[src/hdl/bridge_pkg.sv]
`default_nettype none

package bridge_pkg;

  localparam int BYTE_W         = 8;
  localparam int ADDR_W         = 8;
  localparam int DATA_W         = 32;
  localparam int DATA_BYTES     = 4;
  localparam int RESP_MAX_BYTES = 4;
  localparam int TX_CREDITS     = 4;  // Depth of the transmitter buffer

  localparam int RESP_IDX_W = $clog2(RESP_MAX_BYTES);
  localparam int RESP_LEN_W = $clog2(RESP_MAX_BYTES + 1);

  typedef logic [BYTE_W-1:0] byte_t;
  typedef logic [ADDR_W-1:0] addr_t;
  typedef logic [DATA_W-1:0] data_t;

  // Bit 0 framing, bit 1 overrun
  typedef logic [1:0] rx_err_t;

  // Response frame, byte 0 goes out first
  typedef logic [RESP_MAX_BYTES-1:0][BYTE_W-1:0] resp_payload_t;
  typedef logic [RESP_LEN_W-1:0]                 resp_len_t;
  typedef logic [RESP_IDX_W-1:0]                 resp_idx_t;

  localparam byte_t RESP_WRITE_CODE = 8'h05;
  localparam byte_t RESP_ERROR_CODE = 8'h0F;

  // Low nibble of the first command byte
  typedef enum logic [3:0] {
    OP_REG_READ  = 4'd1,
    OP_REG_WRITE = 4'd2
  } opcode_e;

endpackage

`default_nettype wire
[src/hdl/bridge_ifs.sv]
`default_nettype none

// Decoded command frame, assembler to sequencer
interface frame_if;
  import bridge_pkg::*;

  logic    valid;
  logic    ready;
  opcode_e op;
  addr_t   addr;
  data_t   wdata;
  logic    bad_op;   // Unknown opcode
  rx_err_t rx_err;   // Receiver error seen during operands

  modport src (output valid, op, addr, wdata, bad_op, rx_err, input ready);
  modport snk (input valid, op, addr, wdata, bad_op, rx_err, output ready);
endinterface

// Single register access, sequencer to APB master
interface bus_req_if;
  import bridge_pkg::*;

  logic  start;   // One-cycle pulse
  logic  write;
  addr_t addr;
  data_t wdata;
  logic  done;    // One-cycle pulse, rdata and slverr valid with it
  data_t rdata;
  logic  slverr;

  modport requester (output start, write, addr, wdata, input done, rdata, slverr);
  modport responder (input start, write, addr, wdata, output done, rdata, slverr);
endinterface

// Formatted response frame, sequencer to sender
interface resp_if;
  import bridge_pkg::*;

  logic          valid;
  logic          ready;
  resp_len_t     len;       // 1 to RESP_MAX_BYTES
  resp_payload_t payload;

  modport src (output valid, len, payload, input ready);
  modport snk (input valid, len, payload, output ready);
endinterface

`default_nettype wire

[src/hdl/cmd_bridge_top.sv]
`default_nettype none

module cmd_bridge_top (
  input  wire logic                clk,
  input  wire logic                rst_n,
  // UART receive side
  input  wire logic                rx_valid,
  input  wire bridge_pkg::byte_t   rx_data,
  input  wire bridge_pkg::rx_err_t rx_err,
  output logic                     cmd_ready,
  // UART transmit side
  output logic                     tx_valid,
  output bridge_pkg::byte_t        tx_data,
  input  wire logic                tx_credit,
  // APB
  output logic                     psel,
  output logic                     penable,
  output logic                     pwrite,
  output bridge_pkg::addr_t        paddr,
  output bridge_pkg::data_t        pwdata,
  input  wire bridge_pkg::data_t   prdata,
  input  wire logic                pready,
  input  wire logic                pslverr
);

  frame_if   frame_ch ();
  bus_req_if bus_ch ();
  resp_if    resp_ch ();

  rx_frame_assembler u_assembler (
    .clk       (clk),
    .rst_n     (rst_n),
    .rx_valid  (rx_valid),
    .rx_data   (rx_data),
    .rx_err    (rx_err),
    .cmd_ready (cmd_ready),
    .frame     (frame_ch.src)
  );

  bridge_sequencer u_sequencer (
    .clk   (clk),
    .rst_n (rst_n),
    .frame (frame_ch.snk),
    .bus   (bus_ch.requester),
    .resp  (resp_ch.src)
  );

  apb_master u_apb (
    .clk     (clk),
    .rst_n   (rst_n),
    .prdata  (prdata),
    .pready  (pready),
    .pslverr (pslverr),
    .psel    (psel),
    .penable (penable),
    .pwrite  (pwrite),
    .paddr   (paddr),
    .pwdata  (pwdata),
    .bus     (bus_ch.responder)
  );

  resp_sender u_sender (
    .clk       (clk),
    .rst_n     (rst_n),
    .tx_credit (tx_credit),
    .tx_valid  (tx_valid),
    .tx_data   (tx_data),
    .resp      (resp_ch.snk)
  );

endmodule

`default_nettype wire

[src/hdl/resp_sender.sv]
`default_nettype none

module resp_sender (
  input  wire logic         clk,
  input  wire logic         rst_n,
  input  wire logic         tx_credit,
  output logic              tx_valid,
  output bridge_pkg::byte_t tx_data,
  resp_if.snk               resp
);
  import bridge_pkg::*;

  typedef enum logic {
    S_IDLE,
    S_SEND
  } state_e;

  typedef logic [$clog2(TX_CREDITS+1)-1:0] credit_t;

  state_e        state;
  credit_t       credits;
  resp_idx_t     idx;
  resp_idx_t     last_r;
  resp_payload_t payload_r;

  assign resp.ready = (state == S_IDLE);
  assign tx_valid   = (state == S_SEND) && (credits != '0);
  assign tx_data    = payload_r[idx];

  always_ff @(posedge clk or negedge rst_n) begin
    if (!rst_n) begin
      state <= S_IDLE;
      idx   <= '0;
    end else begin
      case (state)
        S_IDLE: begin
          if (resp.valid) begin
            idx   <= '0;
            state <= S_SEND;
          end
        end
        S_SEND: begin
          if (tx_valid) begin
            idx <= idx + 1'b1;
            if (idx == last_r)
              state <= S_IDLE;
          end
        end
        default: state <= S_IDLE;
      endcase
    end
  end

  // One credit out per byte, one back per tx_credit pulse
  always_ff @(posedge clk or negedge rst_n) begin
    if (!rst_n)
      credits <= credit_t'(TX_CREDITS);
    else if (tx_valid && !tx_credit)
      credits <= credits - 1'b1;
    else if (!tx_valid && tx_credit)
      credits <= credits + 1'b1;
  end

  always_ff @(posedge clk) begin
    if (state == S_IDLE && resp.valid) begin
      payload_r <= resp.payload;
      last_r    <= resp_idx_t'(resp.len - 1'b1);
    end
  end

  // An empty counter can only stay empty or gain one credit
  a_no_tx_without_credit: assert property (
    @(posedge clk) disable iff (!rst_n) (credits == '0) |=> (credits <= credit_t'(1))
  ) else $error("credit count wrapped below zero");

  // Transmitter returns no more credits than bytes it got
  a_credit_bound: assert property (
    @(posedge clk) disable iff (!rst_n) credits <= credit_t'(TX_CREDITS)
  ) else $error("credit count above TX_CREDITS");

endmodule

`default_nettype wire

[src/hdl/apb_master.sv]
`default_nettype none

module apb_master (
  input  wire logic              clk,
  input  wire logic              rst_n,
  input  wire bridge_pkg::data_t prdata,
  input  wire logic              pready,
  input  wire logic              pslverr,
  output logic                   psel,
  output logic                   penable,
  output logic                   pwrite,
  output bridge_pkg::addr_t      paddr,
  output bridge_pkg::data_t      pwdata,
  bus_req_if.responder           bus
);
  import bridge_pkg::*;

  typedef enum logic [1:0] {
    S_IDLE,
    S_SETUP,
    S_ACCESS
  } state_e;

  state_e state;
  logic   done_r;
  logic   write_r;
  addr_t  addr_r;
  data_t  wdata_r;
  data_t  rdata_r;
  logic   slverr_r;

  always_ff @(posedge clk or negedge rst_n) begin
    if (!rst_n) begin
      state   <= S_IDLE;
      done_r  <= 1'b0;
      write_r <= 1'b0;
    end else begin
      done_r <= (state == S_ACCESS) && pready;
      case (state)
        S_IDLE: begin
          if (bus.start) begin
            write_r <= bus.write;
            state   <= S_SETUP;
          end
        end
        S_SETUP:  state <= S_ACCESS;
        S_ACCESS: if (pready) state <= S_IDLE;  // Wait states otherwise
        default:  state <= S_IDLE;
      endcase
    end
  end

  always_ff @(posedge clk) begin
    if (state == S_IDLE && bus.start) begin
      addr_r  <= bus.addr;
      wdata_r <= bus.wdata;
    end
    if (state == S_ACCESS && pready) begin
      rdata_r  <= prdata;
      slverr_r <= pslverr;
    end
  end

  assign psel    = (state != S_IDLE);
  assign penable = (state == S_ACCESS);
  assign pwrite  = write_r;
  assign paddr   = addr_r;
  assign pwdata  = wdata_r;

  assign bus.done   = done_r;
  assign bus.rdata  = rdata_r;
  assign bus.slverr = slverr_r;

  // Access phase always follows a setup cycle
  a_penable_psel: assert property (
    @(posedge clk) disable iff (!rst_n) $rose(penable) |-> $past(psel && !penable)
  ) else $error("penable without a setup phase");

  // Address held through every wait state
  a_paddr_stable: assert property (
    @(posedge clk) disable iff (!rst_n) (penable && !pready) |=> $stable(paddr)
  ) else $error("paddr changed during access phase");

endmodule

`default_nettype wire

[src/hdl/bridge_sequencer.sv]
`default_nettype none

module bridge_sequencer (
  input  wire logic     clk,
  input  wire logic     rst_n,
  frame_if.snk          frame,
  bus_req_if.requester  bus,
  resp_if.src           resp
);
  import bridge_pkg::*;

  typedef enum logic [1:0] {
    S_IDLE,
    S_BUS,
    S_WAIT_DONE,
    S_RESPOND
  } state_e;

  state_e        state;
  logic          take_frame;
  logic          err_frame;
  logic          write_r;
  addr_t         addr_r;
  data_t         wdata_r;
  resp_payload_t payload_r;
  resp_len_t     len_r;

  assign take_frame = frame.valid && (state == S_IDLE);
  assign err_frame  = frame.bad_op || (|frame.rx_err);

  always_ff @(posedge clk or negedge rst_n) begin
    if (!rst_n) begin
      state <= S_IDLE;
    end else begin
      case (state)
        S_IDLE: begin
          if (take_frame)
            state <= err_frame ? S_RESPOND : S_BUS;
        end
        S_BUS:       state <= S_WAIT_DONE;
        S_WAIT_DONE: if (bus.done) state <= S_RESPOND;
        S_RESPOND:   if (resp.ready) state <= S_IDLE;
        default:     state <= S_IDLE;
      endcase
    end
  end

  always_ff @(posedge clk) begin
    if (take_frame) begin
      write_r <= (frame.op == OP_REG_WRITE);
      addr_r  <= frame.addr;
      wdata_r <= frame.wdata;
      if (err_frame) begin
        payload_r    <= '0;
        payload_r[0] <= RESP_ERROR_CODE;
        payload_r[1] <= byte_t'({frame.rx_err, frame.bad_op});
        len_r        <= resp_len_t'(2);
      end
    end

    if (state == S_WAIT_DONE && bus.done) begin
      if (write_r) begin
        payload_r    <= '0;
        payload_r[0] <= RESP_WRITE_CODE;
        payload_r[1] <= addr_r;
        payload_r[2] <= byte_t'(bus.slverr);
        len_r        <= resp_len_t'(3);
      end else begin
        for (int i = 0; i < DATA_BYTES; i++)
          payload_r[i] <= bus.rdata[DATA_W-1-i*BYTE_W -: BYTE_W];  // MSB leads
        len_r <= resp_len_t'(DATA_BYTES);
      end
    end
  end

  assign frame.ready  = (state == S_IDLE);

  assign bus.start    = (state == S_BUS);
  assign bus.write    = write_r;
  assign bus.addr     = addr_r;
  assign bus.wdata    = wdata_r;

  assign resp.valid   = (state == S_RESPOND);
  assign resp.len     = len_r;
  assign resp.payload = payload_r;

  // APB master must not report completion for a request never issued
  a_done_in_wait: assert property (
    @(posedge clk) disable iff (!rst_n) bus.done |-> (state == S_WAIT_DONE)
  ) else $error("bus done outside wait_done");

endmodule

`default_nettype wire

[src/hdl/rx_frame_assembler.sv]
`default_nettype none

module rx_frame_assembler (
  input  wire logic              clk,
  input  wire logic              rst_n,
  input  wire logic              rx_valid,
  input  wire bridge_pkg::byte_t rx_data,
  input  wire bridge_pkg::rx_err_t rx_err,
  output logic                   cmd_ready,
  frame_if.src                   frame
);
  import bridge_pkg::*;

  typedef enum logic [1:0] {
    S_IDLE,
    S_ADDR,
    S_DATA,
    S_HOLD
  } state_e;

  state_e  state;
  logic [$clog2(DATA_BYTES)-1:0] byte_cnt;
  logic    op_known;
  logic    bad_op_r;
  rx_err_t rx_err_r;
  opcode_e op_r;
  addr_t   addr_r;
  data_t   wdata_r;

  assign op_known = (rx_data[3:0] == OP_REG_READ) || (rx_data[3:0] == OP_REG_WRITE);

  always_ff @(posedge clk or negedge rst_n) begin
    if (!rst_n) begin
      state    <= S_IDLE;
      byte_cnt <= '0;
      bad_op_r <= 1'b0;
      rx_err_r <= '0;
    end else begin
      case (state)
        S_IDLE: begin
          if (rx_valid) begin   // Errors in idle are dropped
            bad_op_r <= !op_known;
            state    <= op_known ? S_ADDR : S_HOLD;
          end
        end
        S_ADDR: begin
          if (|rx_err) begin
            rx_err_r <= rx_err;
            state    <= S_HOLD;
          end else if (rx_valid) begin
            byte_cnt <= '0;
            state    <= (op_r == OP_REG_WRITE) ? S_DATA : S_HOLD;
          end
        end
        S_DATA: begin
          if (|rx_err) begin
            rx_err_r <= rx_err;
            state    <= S_HOLD;
          end else if (rx_valid) begin
            byte_cnt <= byte_cnt + 1'b1;
            if (byte_cnt == DATA_BYTES - 1)
              state <= S_HOLD;
          end
        end
        S_HOLD: begin
          if (frame.ready) begin
            bad_op_r <= 1'b0;
            rx_err_r <= '0;
            state    <= S_IDLE;
          end
        end
        default: state <= S_IDLE;
      endcase
    end
  end

  // Operand capture
  always_ff @(posedge clk) begin
    if (rx_valid) begin
      if (state == S_IDLE)
        op_r <= opcode_e'(rx_data[3:0]);
      if (state == S_ADDR && !(|rx_err))
        addr_r <= rx_data;
      if (state == S_DATA && !(|rx_err))
        wdata_r <= {wdata_r[DATA_W-BYTE_W-1:0], rx_data};  // MSB first
    end
  end

  assign cmd_ready    = (state != S_HOLD);
  assign frame.valid  = (state == S_HOLD);
  assign frame.op     = op_r;
  assign frame.addr   = addr_r;
  assign frame.wdata  = wdata_r;
  assign frame.bad_op = bad_op_r;
  assign frame.rx_err = rx_err_r;

  // Byte source has to honour cmd_ready, nothing is buffered here
  a_no_byte_while_held: assert property (
    @(posedge clk) disable iff (!rst_n) (state == S_HOLD) |-> !rx_valid
  ) else $error("rx byte lost while a frame is held");

endmodule

`default_nettype wire

[config.mk]
export PLATFORM = sky130hd
export DESIGN_NAME = cmd_bridge_top
export DESIGN_NICKNAME = d
export VERILOG_FILES = /design/src/hdl/bridge_pkg.sv /design/src/hdl/bridge_ifs.sv /design/src/hdl/cmd_bridge_top.sv /design/src/hdl/resp_sender.sv /design/src/hdl/apb_master.sv /design/src/hdl/bridge_sequencer.sv /design/src/hdl/rx_frame_assembler.sv
export SDC_FILE = /design/constraint.sdc
export NUM_CORES = 1
export LEC_CHECK = 0
export ABC_CLOCK_PERIOD_IN_PS = 4400
export BUFFER_PORTS_ARGS = -buffer_cell sky130_fd_sc_hd__clkbuf_2
export CORE_MARGIN = 3
export CORE_UTILIZATION = 45
export DETAILED_ROUTE_END_ITERATION = 10
export HOLD_SLACK_MARGIN = 0.15
export PLACE_DENSITY = 0.76
export SKIP_CTS_REPAIR_TIMING = 1
export SLEW_MARGIN = 20
export SYNTH_ARGS = -nofsm -noshare
export SYNTH_HDL_FRONTEND = slang
export SYNTH_HIERARCHICAL = 1
export SYNTH_SLANG_ARGS = --single-unit
[constraint.sdc]
create_clock -name clk -period 4.4 [get_ports clk]
set_clock_uncertainty 0.2 [all_clocks]
set_input_delay 0.88 -clock clk [delete_from_list [all_inputs] [get_ports clk]]
set_output_delay 0.88 -clock clk [all_outputs]
set_load 0.01 [all_outputs]
==> results of run 1 <==
-- cells in the final DEF, fill, tap and decap left out, types with 3 or more instances in the layout --
cell type                   instances
sky130_fd_sc_hd__inv_1             18
sky130_fd_sc_hd__bufinv_16          5
sky130_fd_sc_hd__nor2_1            18
sky130_fd_sc_hd__clkbuf_2         100
sky130_fd_sc_hd__mux2i_1           12
sky130_fd_sc_hd__o21ai_0            6
sky130_fd_sc_hd__nand2_1           12
sky130_fd_sc_hd__xnor2_1            5
sky130_fd_sc_hd__and2_1            21
sky130_fd_sc_hd__edfxtp_1         226
sky130_fd_sc_hd__a22o_1             4
sky130_fd_sc_hd__mux4_2             6
sky130_fd_sc_hd__clkbuf_16         23
sky130_fd_sc_hd__nor3_1             3
sky130_fd_sc_hd__mux2_2             3
sky130_fd_sc_hd__clkinv_2           6
sky130_fd_sc_hd__ha_1              13
sky130_fd_sc_hd__clkbuf_1           3
sky130_fd_sc_hd__buf_4              4
sky130_fd_sc_hd__dfrtp_1           18
-- area by class of cell --
| class | count | area (um2) | area share, % |
|---|---|---|---|
| Sequential cell | 245 | 7260 | 71.5 |
| Multi-Input combinational cell | 142 | 1200 | 11.8 |
| Clock buffer | 26 | 587 | 5.78 |
| Timing Repair Buffer | 105 | 542 | 5.33 |
| Tap cell | 229 | 287 | 2.82 |
| Clock inverter | 16 | 211 | 2.08 |
| Inverter | 19 | 71.3 | 0.702 |
-- critical path, delay by kind of cell (launching register included) --
kind                   cells  cell delay (ps)
buffers and inverters      1              150
flip-flops                 1              740
multiplexers               1              650
-- routing by layer --
metal	routed length (um)	vias to the layer above
li1	-	1817
met1	5610	1903
met2	6870	136
met3	1160	16
met4	194	0
met5	0	-
-- power groups by stage --
| stage | combinational [mW] | clock (mW) | sequential [mW] |
|---|---|---|---|
| 6_report | 1.23 | 2.04 | 3.36 |
| 5_1_grt | 1.37 | 2.19 | 3.42 |
| 4_1_cts | 1.24 | 2.09 | 3.37 |
| 3_5_place_dp | 1.23 | 0 | 3.42 |
| 3_3_place_gp | 1.16 | 0 | 3.39 |
| 2_1_floorplan | 0.796 | 0 | 3.36 |
-- state kept, by name (all words and copies together), names as in the netlist, 3 cells and up --
signal and count:
u_apb/bus.rdata 32, u_apb/pwdata 32, u_sequencer/bus.wdata 32, u_sequencer/resp.payload 32, u_sequencer/bus.addr 8, u_assembler/frame.addr 8
u_assembler/frame.op 4, u_apb/paddr 8, u_sender/credits 3, u_sender/payload_r 32, u_assembler/frame.wdata 32
-- through the flow --
step / cells / setup WS, ps / hold slack (ps) / utilization [%]
after floorplan: 412 / 488 / 200 / -
after CTS: 781 / 1200 / 149 / 55.3
after detailed placement: 739 / 1750 / 205 / 51.0
final: 782 / 1280 / 154 / 55.4
after global placement: 739 / 1790 / 201 / 51.0
after global routing: 782 / 1140 / 173 / 55.4
-- worst paths after layout --
kind                                                             from                                        end  slack, ps
min in group clk                u_assembler/frame.wdata[26]$_DFFE_PP_        u_sequencer/bus.wdata[26]$_DFFE_PP_        210
worst max register to register       u_sequencer/state[0]$_DFFE_PN0P_  u_sequencer/resp.payload[3]$_SDFFCE_PN1P_       1970
max in group asynchronous                                       rst_n            u_sender/credits[2]$_DFFE_PN1P_       3480
worst min register to register  u_assembler/frame.wdata[26]$_DFFE_PP_        u_sequencer/bus.wdata[26]$_DFFE_PP_        210
worst min-delay path                                            rst_n    u_assembler/frame.rx_err[0]$_DFFE_PN0P_        150
worst max-delay path                      u_sender/idx[0]$_DFFE_PN0P_                                 tx_data[5]       1280
==> impl_summary.log, run 1 <==
INFO  metric timing.critical_path.cells = mux4_1 > clkbuf_2
INFO  metric cap_violations = 0
INFO  metric postRouteAntennaNets = 0
INFO  metric grt_start_max_net_pins = 42
INFO  metric worstHoldPathType = in -> async
INFO  metric syn-mean-instance-area = approximately 21 um2
INFO  metric post-route-drc-count = 0
INFO  metric drtIter0Drc = 287
INFO  metric vdd.ir_drop.worst = 0.265 mV
INFO  metric io_buffers = 100
INFO  metric number_of_warnings_printed_during_yosys_synthesis = 6
INFO  metric worst_slew_pin_slew = 1050 ps
INFO  metric totalNegativeSetupSlack = 0 ps
INFO  metric clock_tree_from_tritoncts = yes
INFO  metric ctsLongestPathBuffers = 3
INFO  metric detailed_place.area = roughly 9300 um2
INFO  metric synth_fp_nets = around 470
INFO  metric htreeDepth = 1
INFO  metric cts.reportedPaths.clkPinSlew = approximately 60 ps
INFO  metric setup-violations-final = 0
INFO  metric cts-buffers-inserted = 23
INFO  metric timing.critical_path.required = about 3300 ps
INFO  metric area_growth_syn_to_layout = 18.9%
INFO  metric grt_antenna_before_repair = 0
INFO  metric fmax = approximately 320 MHz
INFO  metric num-nets-final = approximately 600
INFO  metric worst_r2r_path_depth = 4
INFO  metric cts-root-buf = sky130_fd_sc_hd__clkbuf_16
INFO  metric sequential_share_of_power = between 50% and 60%
INFO  metric critical_path_arrival = 2040 ps
INFO  metric grt_pass1_vias = about 4.1k
INFO  metric drt-total-wl = between 10000 and 15000 um
INFO  metric grt_first_pass_wirelength = ~22000 um
INFO  metric cp-start-kind = register
INFO  metric vias = between 3k and 4k
INFO  metric fill_cells = about 1.4k
INFO  metric setup.worst_path.class = reg -> out
INFO  metric post_drt_wl_per_cell = between 15 and 20 um
INFO  metric fin_crit_sh = 70.9%
INFO  metric unrepaired_setup_endpoints_after_global_routing = false
INFO  metric power_switching = 1.76 mW
INFO  metric syn-cell-area = about 8500 um2
INFO  metric finish.instance_area = a little over 10000 um2
INFO  metric final_hold_viol_count = 0
INFO  metric detail_route.vias_per_cell = between 4 and 5
INFO  metric status = finished, final reports clean
INFO  metric power.share.switching = roughly a quarter
INFO  metric max_slew_violations = 0
INFO  metric layout_min_cycle_time = about 3100 ps
INFO  metric slew_headroom = 29.5%
INFO  metric dp.final_hpwl = 9300 um
INFO  metric critical-path-slowest-cell = sky130_fd_sc_hd__dfrtp_1
INFO  metric netlist_instances = 412
INFO  metric grt_util_met1 = a little under a fifth
INFO  metric clk-insertion-delay-late = about 500 ps
INFO  metric power.combinational.fraction = a little under a fifth
INFO  metric grt_remaining_overflow = 0
INFO  metric design.core.area = around 18000 um2
INFO  metric antenna_cells = 0
INFO  metric layout_cells_sized_above_1 = ~29%
INFO  metric grt_util_overall = between 10% and 20%
INFO  metric die_h = between 100 and 150 um
INFO  metric internal-power = between 4 and 5 mW
INFO  metric num_io_pins = roughly 100
INFO  metric critical_path_peak_fanout = 12
INFO  metric die_w = about 140 um
INFO  metric ratio_of_total_power_to_cell_area = about 650 nW/um2
INFO  metric gp_routability_congestion = approximately 0.80
INFO  metric floorplan.rows = 49
INFO  metric p_leak = between 3 and 4 nW
INFO  metric global_route.peak_usage_layer = met2
INFO  metric globalRouteMet2Util = ~23%
INFO  metric post-layout-total-power = roughly 6.6 mW
INFO  metric clock_sinks = between 200 and 250
INFO  metric initial_core_util = between 40% and 50%
INFO  metric proportion_of_power_drawn_by_the_clock_network = 30.7%
INFO  metric grt.met3_usage = 3.03%
INFO  metric critPathCaptureType = output port
INFO  metric drt_pre_antenna_iters = 5
INFO  metric cpPeakStageDelay = approximately 740 ps
INFO  metric die_area = about 21000 um2
Note: power is estimated with default switching activity, not from simulation.
==> run 2: changes to the inputs <==
Settings changed: ABC_CLOCK_PERIOD_IN_PS 4400 to 3100.
Clock period 4.4 ns to 3.1 ns, I/O delays scaled along.
==> run 2 against run 1 <==
Sequential power grew 42%; via count grew 3.5%; routed wire length grew 1.0%; total power grew 42%; non-clock buffer count grew 39; worst setup slack lost 1000 ps; sequential cell count is the same; hold slack gained 27 ps; critical path depth is the same; clock power grew 40%; global-route usage shrank 0.29 points.
==> impl_summary.log, run 2 (synthesis results as in run 1) <==
INFO  metric status = finished, final reports clean
INFO  metric grt_first_pass_wirelength = 21100 um (-2.9%)
INFO  metric detail_route.vias_per_cell = 4.90 (-1.1%)
INFO  metric timing.critical_path.cells = mux4_1 > clkbuf_2
INFO  metric grt_pass1_vias = 4040 (-0.81%)
INFO  metric die_h = 144 um (unchanged)
INFO  metric critPathCaptureType = output port
INFO  metric critical-path-slowest-cell = sky130_fd_sc_hd__dfrtp_1
INFO  metric cap_violations = 0 (unchanged)
INFO  metric clk-insertion-delay-late = 490 ps (about the same)
INFO  metric met2_wire_len = 7160 um (+4.2%)
INFO  metric setup.worst_path.class = reg -> out
INFO  metric worstHoldPathType = in -> reg
INFO  metric cpPeakStageDelay = 750 ps (about the same)
INFO  metric dp.final_hpwl = 9110 um (-2.1%)
INFO  metric cts-root-buf = sky130_fd_sc_hd__clkbuf_16
INFO  metric max_slew_violations = 0 (unchanged)
INFO  metric dp_slack = 704 ps (-1040 ps)
INFO  metric grt_util_overall = 13.3% (-0.29 points)
INFO  metric num_io_pins = 101 (unchanged)
INFO  metric io_buffers = 100 (unchanged)
INFO  metric grt_start_max_net_pins = 42 (unchanged)
INFO  metric cp-start-kind = register
INFO  metric critical_path_peak_fanout = 12 (unchanged)
INFO  metric die_w = 144 um (unchanged)
INFO  metric dr.max_layer_used = met4
INFO  metric die_area = 20700 um2 (unchanged)
INFO  metric setup-violations-final = 0 (unchanged)
INFO  metric critical_path_arrival = 2040 ps (about the same)
INFO  metric postRouteAntennaNets = 0 (unchanged)
INFO  metric timing.critical_path.required = 2280 ps (-1040 ps)
INFO  metric met3WireLength = 788 um (-32%)
INFO  metric vias = 4007 (+3.5%)
INFO  metric fmax = between 300 and 400 MHz
INFO  metric clock_sinks = 245 (unchanged)
INFO  metric most-common-layout-cells = sky130_fd_sc_hd__edfxtp_1 (226), sky130_fd_sc_hd__clkbuf_2 (100), sky130_fd_sc_hd__dlygate4sd3_1 (38), sky130_fd_sc_hd__clkbuf_16 (23), sky130_fd_sc_hd__and2_1 (21)
INFO  metric floorplan.rows = 49 (unchanged)
INFO  metric unrepaired_setup_endpoints_after_global_routing = false
INFO  metric final_common_cell = sky130_fd_sc_hd__edfxtp_1
INFO  metric grt_remaining_overflow = 0 (unchanged)
INFO  metric cts.reportedPaths.clkPinSlew = 60 ps (about the same)
INFO  metric initial_core_util = 46.6% (unchanged)
INFO  metric drt-total-wl = 14000 um (+1.0%)
INFO  metric ctsLongestPathBuffers = 3 (unchanged)
INFO  metric p_leak = 3.86 nW (+4.0%)
INFO  metric fin_crit_sh = between 90% and 100%
INFO  metric num-nets-final = 637 (+6.5%)
INFO  metric cts-buffers-inserted = 23 (unchanged)
INFO  metric design.core.area = 18300 um2 (unchanged)
INFO  metric drt_pre_antenna_iters = 4 (-1)
INFO  metric vdd.ir_drop.worst = 0.487 mV (+83%)
INFO  metric post_drt_wl_per_cell = 17.1 um (-3.4%)
INFO  metric area_growth_syn_to_layout = 23.1%
INFO  metric gp_routability_congestion = 0.772 (-4.0%)
INFO  metric worst_slew_pin_slew = 930 ps (-123 ps)
INFO  metric ratio_of_total_power_to_cell_area = 893 nW/um2 (+37%)
INFO  metric antenna_cells = 0 (unchanged)
INFO  metric htreeDepth = 1 (unchanged)
INFO  metric worstPathBufferInverterCount = 1 (unchanged)
INFO  metric post-layout-total-power = 9.40 mW (+42%)
INFO  metric layout_min_cycle_time = approximately 2900 ps
INFO  metric final_hold_viol_count = 0 (unchanged)
INFO  metric post-route-drc-count = 0 (unchanged)
INFO  metric finalHoldWorstSlack = 181 ps (+27.1 ps)
INFO  metric drtIter0Drc = 219 (-24%)
INFO  metric layout_cells_sized_above_1 = 26.3% (-2.8 points)
INFO  metric postLayoutSetupSlackWorst = 242 ps (-1040 ps)
INFO  metric clock_tree_from_tritoncts = yes
INFO  metric grt_antenna_before_repair = 0 (unchanged)
INFO  metric routedLengthMet1 = 5720 um (+2.0%)
INFO  metric critPathTopFamily = flip-flops
INFO  metric totalNegativeSetupSlack = 0 ps (unchanged)
INFO  metric slew_headroom = 38.0% (+8.5 points)
[run 2: cell types whose count changed in the layout (fill, tap and decap cells not counted)]
cell                            delta
sky130_fd_sc_hd__dlygate4sd3_1    +38
sky130_fd_sc_hd__clkinv_4          +1
sky130_fd_sc_hd__and3_2            -1
sky130_fd_sc_hd__inv_6             -1
sky130_fd_sc_hd__clkinv_1          +1
sky130_fd_sc_hd__buf_6             -1
sky130_fd_sc_hd__clkinv_2          -5
sky130_fd_sc_hd__buf_4             +2
sky130_fd_sc_hd__clkbuf_1          +2
sky130_fd_sc_hd__clkinvlp_4        -1
sky130_fd_sc_hd__and3_1            +1
[run 2: power breakdown]
part / switching, mW / internal, mW
registers: 0.330 / 4.43
clock network: 1.08 / 1.77
logic: 1.04 / 0.737
[run 2: layout make-up]
| cell class | instances | area (um2) |
|---|---|---|
| repair buffers | 144 | 926 |
| multi-input cells | 142 | 1190 |
| inverters | 19 | 71.3 |
| well taps | 229 | 287 |
| clock buffers | 28 | 594 |
| clock inverters | 11 | 183 |
| fillers | 1324 | 7810 |
| flip-flops and latches | 245 | 7260 |
[run 2: routing by layer]
metal  vias to the layer above  global-route usage, %
met4                         0                   4.66
li1                       1892                      -
met2                       105                   22.7
met1                      1985                   17.1
met3                        25                   2.86
met5                         -                      0
[run 2: path summary, 6_finish.rpt]
| check | cells past startpoint | end | slack, ps | startpoint |
|---|---|---|---|---|
| setup reg to reg | 4 | u_sequencer/bus.wdata[3]$_DFFE_PP_ | 820 | u_sequencer/state[0]$_DFFE_PN0P_ |
| setup / recovery | 2 | tx_data[6] | 240 | u_sender/idx[0]$_DFFE_PN0P_ |
| max in group asynchronous | 2 | u_apb/pwrite$_DFFE_PN0P_ | 1890 | rst_n |
| hold / removal | 1 | u_assembler/frame.addr[1]$_DFFE_PP_ | 180 | rx_data[1] |
| hold reg to reg | 0 | u_sequencer/bus.addr[2]$_DFFE_PP_ | 210 | u_assembler/frame.addr[2]$_DFFE_PP_ |
| min in group asynchronous | 2 | u_assembler/frame.bad_op$_DFFE_PN0P_ | 440 | rst_n |
[run 2: metrics by stage]
stage / instances / util, % / area (um2)
global route: 818 / 57.4 / 10500
detailed placement: 741 / 51.1 / 9360
finish: 818 / 57.4 / 10500
floorplan: 412 / - / 8550
CTS: 780 / 55.3 / 10100
global placement: 741 / 51.1 / 9360
[run 2: worst reg2reg max path, delay by kind of cell (launching register included)]
kind,cells,cell delay [ps]
buf+inv,2,830
fa+ha+maj,1,270
simple gates,1,150
flops,1,400
==> run 3: changes to the inputs <==
Settings changed: BUFFER_PORTS_ARGS -buffer_cell sky130_fd_sc_hd__clkbuf_2 to -buffer_cell sky130_fd_sc_hd__buf_2, CELL_PAD_IN_SITES_DETAIL_PLACEMENT from default to 0, CELL_PAD_IN_SITES_GLOBAL_PLACEMENT from default to 1, CORE_MARGIN 3 to 1, PLACE_DENSITY 0.76 to 0.84.
==> run 3 against run 2 <==
Die area fell by 5.5%; total power is 0.51% higher; via count decreased by 0.62%; fmax decreased by 0.29%; final cell count increased by 1.2%; clock power up 2%; global-route usage rose by 0.53 points; critical path type unchanged.
==> impl_summary.log, run 3 (synthesis results as in run 1) <==
INFO  metric status = finished, final reports clean
INFO  metric grt_remaining_overflow = 0 (unchanged)
INFO  metric antenna_cells = 0 (unchanged)
INFO  metric vdd.ir_drop.worst = 0.460 mV (-5.4%)
INFO  metric drt_pre_antenna_iters = 4 (unchanged)
INFO  metric num_io_pins = 101 (unchanged)
INFO  metric proportion_of_power_drawn_by_the_clock_network = 30.8% (+0.4 points)
INFO  metric finish.instance_area = 10600 um2 (+0.51%)
INFO  metric grt_pass1_vias = 3921 (-2.9%)
INFO  metric initial_core_util = 45.8% (-0.78 points)
INFO  metric post-layout-total-power = 9.44 mW (+0.51%)
INFO  metric max_slew_violations = 0 (unchanged)
INFO  metric area_growth_syn_to_layout = 23.7%
INFO  metric die_h = 140 um (-2.8%)
INFO  metric post_drt_wl_per_cell = 16.5 um (-3.2%)
INFO  metric drt-total-wl = 13700 um (-2.0%)
INFO  metric htreeDepth = 1 (unchanged)
INFO  metric p_leak = 3.85 nW (about the same)
INFO  metric grt_start_max_net_pins = 42 (unchanged)
INFO  metric timing.critical_path.required = 2280 ps (about the same)
INFO  metric internal-power = 6.95 mW (about the same)
INFO  metric cts-buffers-inserted = 24 (+4.3%)
INFO  metric cts.reportedPaths.clkPinSlew = 60 ps (about the same)
INFO  metric num-nets-final = 638 (+0.16%)
INFO  metric dp.cells = 745 (+0.54%)
INFO  metric post-route-drc-count = 0 (unchanged)
INFO  metric dp_slack = 668 ps (-36.5 ps)
INFO  metric critical_path_peak_fanout = 12 (unchanged)
INFO  metric io_buffers = 100 (unchanged)
INFO  metric floorplan.rows = 50 (+2.0%)
INFO  metric finalHoldWorstSlack = 159 ps (-21.5 ps)
INFO  metric final_hold_viol_count = 0 (unchanged)
INFO  metric drtIter0Drc = 223 (+1.8%)
INFO  metric grt_antenna_before_repair = 0 (unchanged)
INFO  metric postLayoutSetupSlackWorst = 233 ps (-8.39 ps)
INFO  metric design.core.area = 18600 um2 (+1.7%)
INFO  metric die_w = 140 um (-2.8%)
INFO  metric layout_min_cycle_time = 2870 ps (+8.39 ps)
INFO  metric slew_headroom = 31.8% (-6.2 points)
INFO  metric power.share.switching = 26.4% (+0.32 points)
INFO  metric unrepaired_setup_endpoints_after_global_routing = false
INFO  metric grt_first_pass_wirelength = 20900 um (-1.2%)
INFO  metric final_cells = 828 (+1.2%)
INFO  metric grt_util_overall = 13.9% (+0.53 points)
INFO  metric totalNegativeSetupSlack = 0 ps (unchanged)
INFO  metric gp_routability_congestion = 0.804 (+4.2%)
INFO  metric layout_cells_sized_above_1 = 26.6% (+0.28 points)
INFO  metric power_switching = 2.49 mW (+1.8%)
INFO  metric ctsLongestPathBuffers = 3 (unchanged)
INFO  metric fin_util = 56.7% (-0.67 points)
INFO  metric detail_route.vias_per_cell = 4.81 (-1.8%)
INFO  metric dp.final_hpwl = 8800 um (-3.4%)
INFO  metric detailed_place.area = 9370 um2 (+0.13%)
INFO  metric fin_crit_sh = 92.5% (+0.27 points)
INFO  metric setup.worst_path.class = reg -> out
INFO  metric worst_slew_pin_slew = 1020 ps (+89.0 ps)
INFO  metric power.combinational.fraction = 18.8% (about the same)
INFO  metric cts-root-buf = sky130_fd_sc_hd__clkbuf_16
INFO  metric postRouteAntennaNets = 0 (unchanged)
INFO  metric die_area = 19500 um2 (-5.5%)
INFO  metric most-common-layout-cells = sky130_fd_sc_hd__edfxtp_1 (226), sky130_fd_sc_hd__buf_2 (100), sky130_fd_sc_hd__dlygate4sd3_1 (39), sky130_fd_sc_hd__clkbuf_16 (24), sky130_fd_sc_hd__and2_1 (21)
INFO  metric final_common_cell = sky130_fd_sc_hd__edfxtp_1
INFO  metric critPathCaptureType = output port
INFO  metric cp-start-kind = register
INFO  metric sequential_share_of_power = 50.4% (-0.3 points)
INFO  metric worstHoldPathType = in -> reg
INFO  metric cap_violations = 0 (unchanged)
INFO  metric ratio_of_total_power_to_cell_area = 893 nW/um2 (about the same)
INFO  metric clock_tree_from_tritoncts = yes
INFO  metric clk-insertion-delay-late = 500 ps (about the same)
INFO  metric fmax = 349 MHz (-0.29%)
INFO  metric setup-violations-final = 0 (unchanged)
INFO  metric critical_path_arrival = 2050 ps (about the same)
INFO  metric vias = 3982 (-0.62%)
INFO  metric clock_sinks = 245 (unchanged)
==> run 3: cell type report <==
type	instances	area [um2]
inverter	19	71.3
tap	234	293
fill	1402	8070
multi-input combinational	142	1200
clock inverter	14	185
timing repair buffer	144	941
clock buffer	30	623
sequential	245	7260
==> run 3: final timing paths <==
| path | start | endpoint | depth (start not counted) | slack (ps) |
|---|---|---|---|---|
| worst min register to register | u_assembler/frame.addr[4]$_DFFE_PP_ | u_sequencer/bus.addr[4]$_DFFE_PP_ | 0 | 210 |
| min in group asynchronous | rst_n | u_assembler/byte_cnt[0]$_DFFE_PN0P_ | 2 | 410 |
| worst min-delay path | rx_data[1] | u_assembler/frame.op[1]$_DFFE_PP_ | 1 | 160 |
| worst max-delay path | u_sender/idx[0]$_DFFE_PN0P_ | tx_data[6] | 2 | 230 |
| max in group asynchronous | rst_n | u_sender/credits[2]$_DFFE_PN1P_ | 2 | 1930 |
| worst max register to register | u_sequencer/state[1]$_DFFE_PN0P_ | u_sequencer/bus.wdata[1]$_DFFE_PP_ | 5 | 700 |
==> run 3: layer usage <==
metal	vias up	share of wire (%)	global-route usage [%]
li1	1895	-	-
met1	1965	43	18.0
met2	106	51	23.8
met3	16	4.6	2.79
met4	0	1.5	3.82
met5	-	0	0
==> run 3: power groups by stage <==
stage	Sequential (mW)	Clock, mW	Combinational [mW]
floorplan	4.77	0	1.13
global placement	4.80	0	1.66
detailed placement	4.84	0	1.74
CTS	4.77	2.97	1.75
global route	4.83	3.10	1.95
finish	4.76	2.91	1.78
==> run 3: worst max-delay path, cell delays in order, from the launching register on <==
cell and delay (ps):
sky130_fd_sc_hd__dfrtp_1 780, sky130_fd_sc_hd__mux4_1 620, sky130_fd_sc_hd__buf_2 150
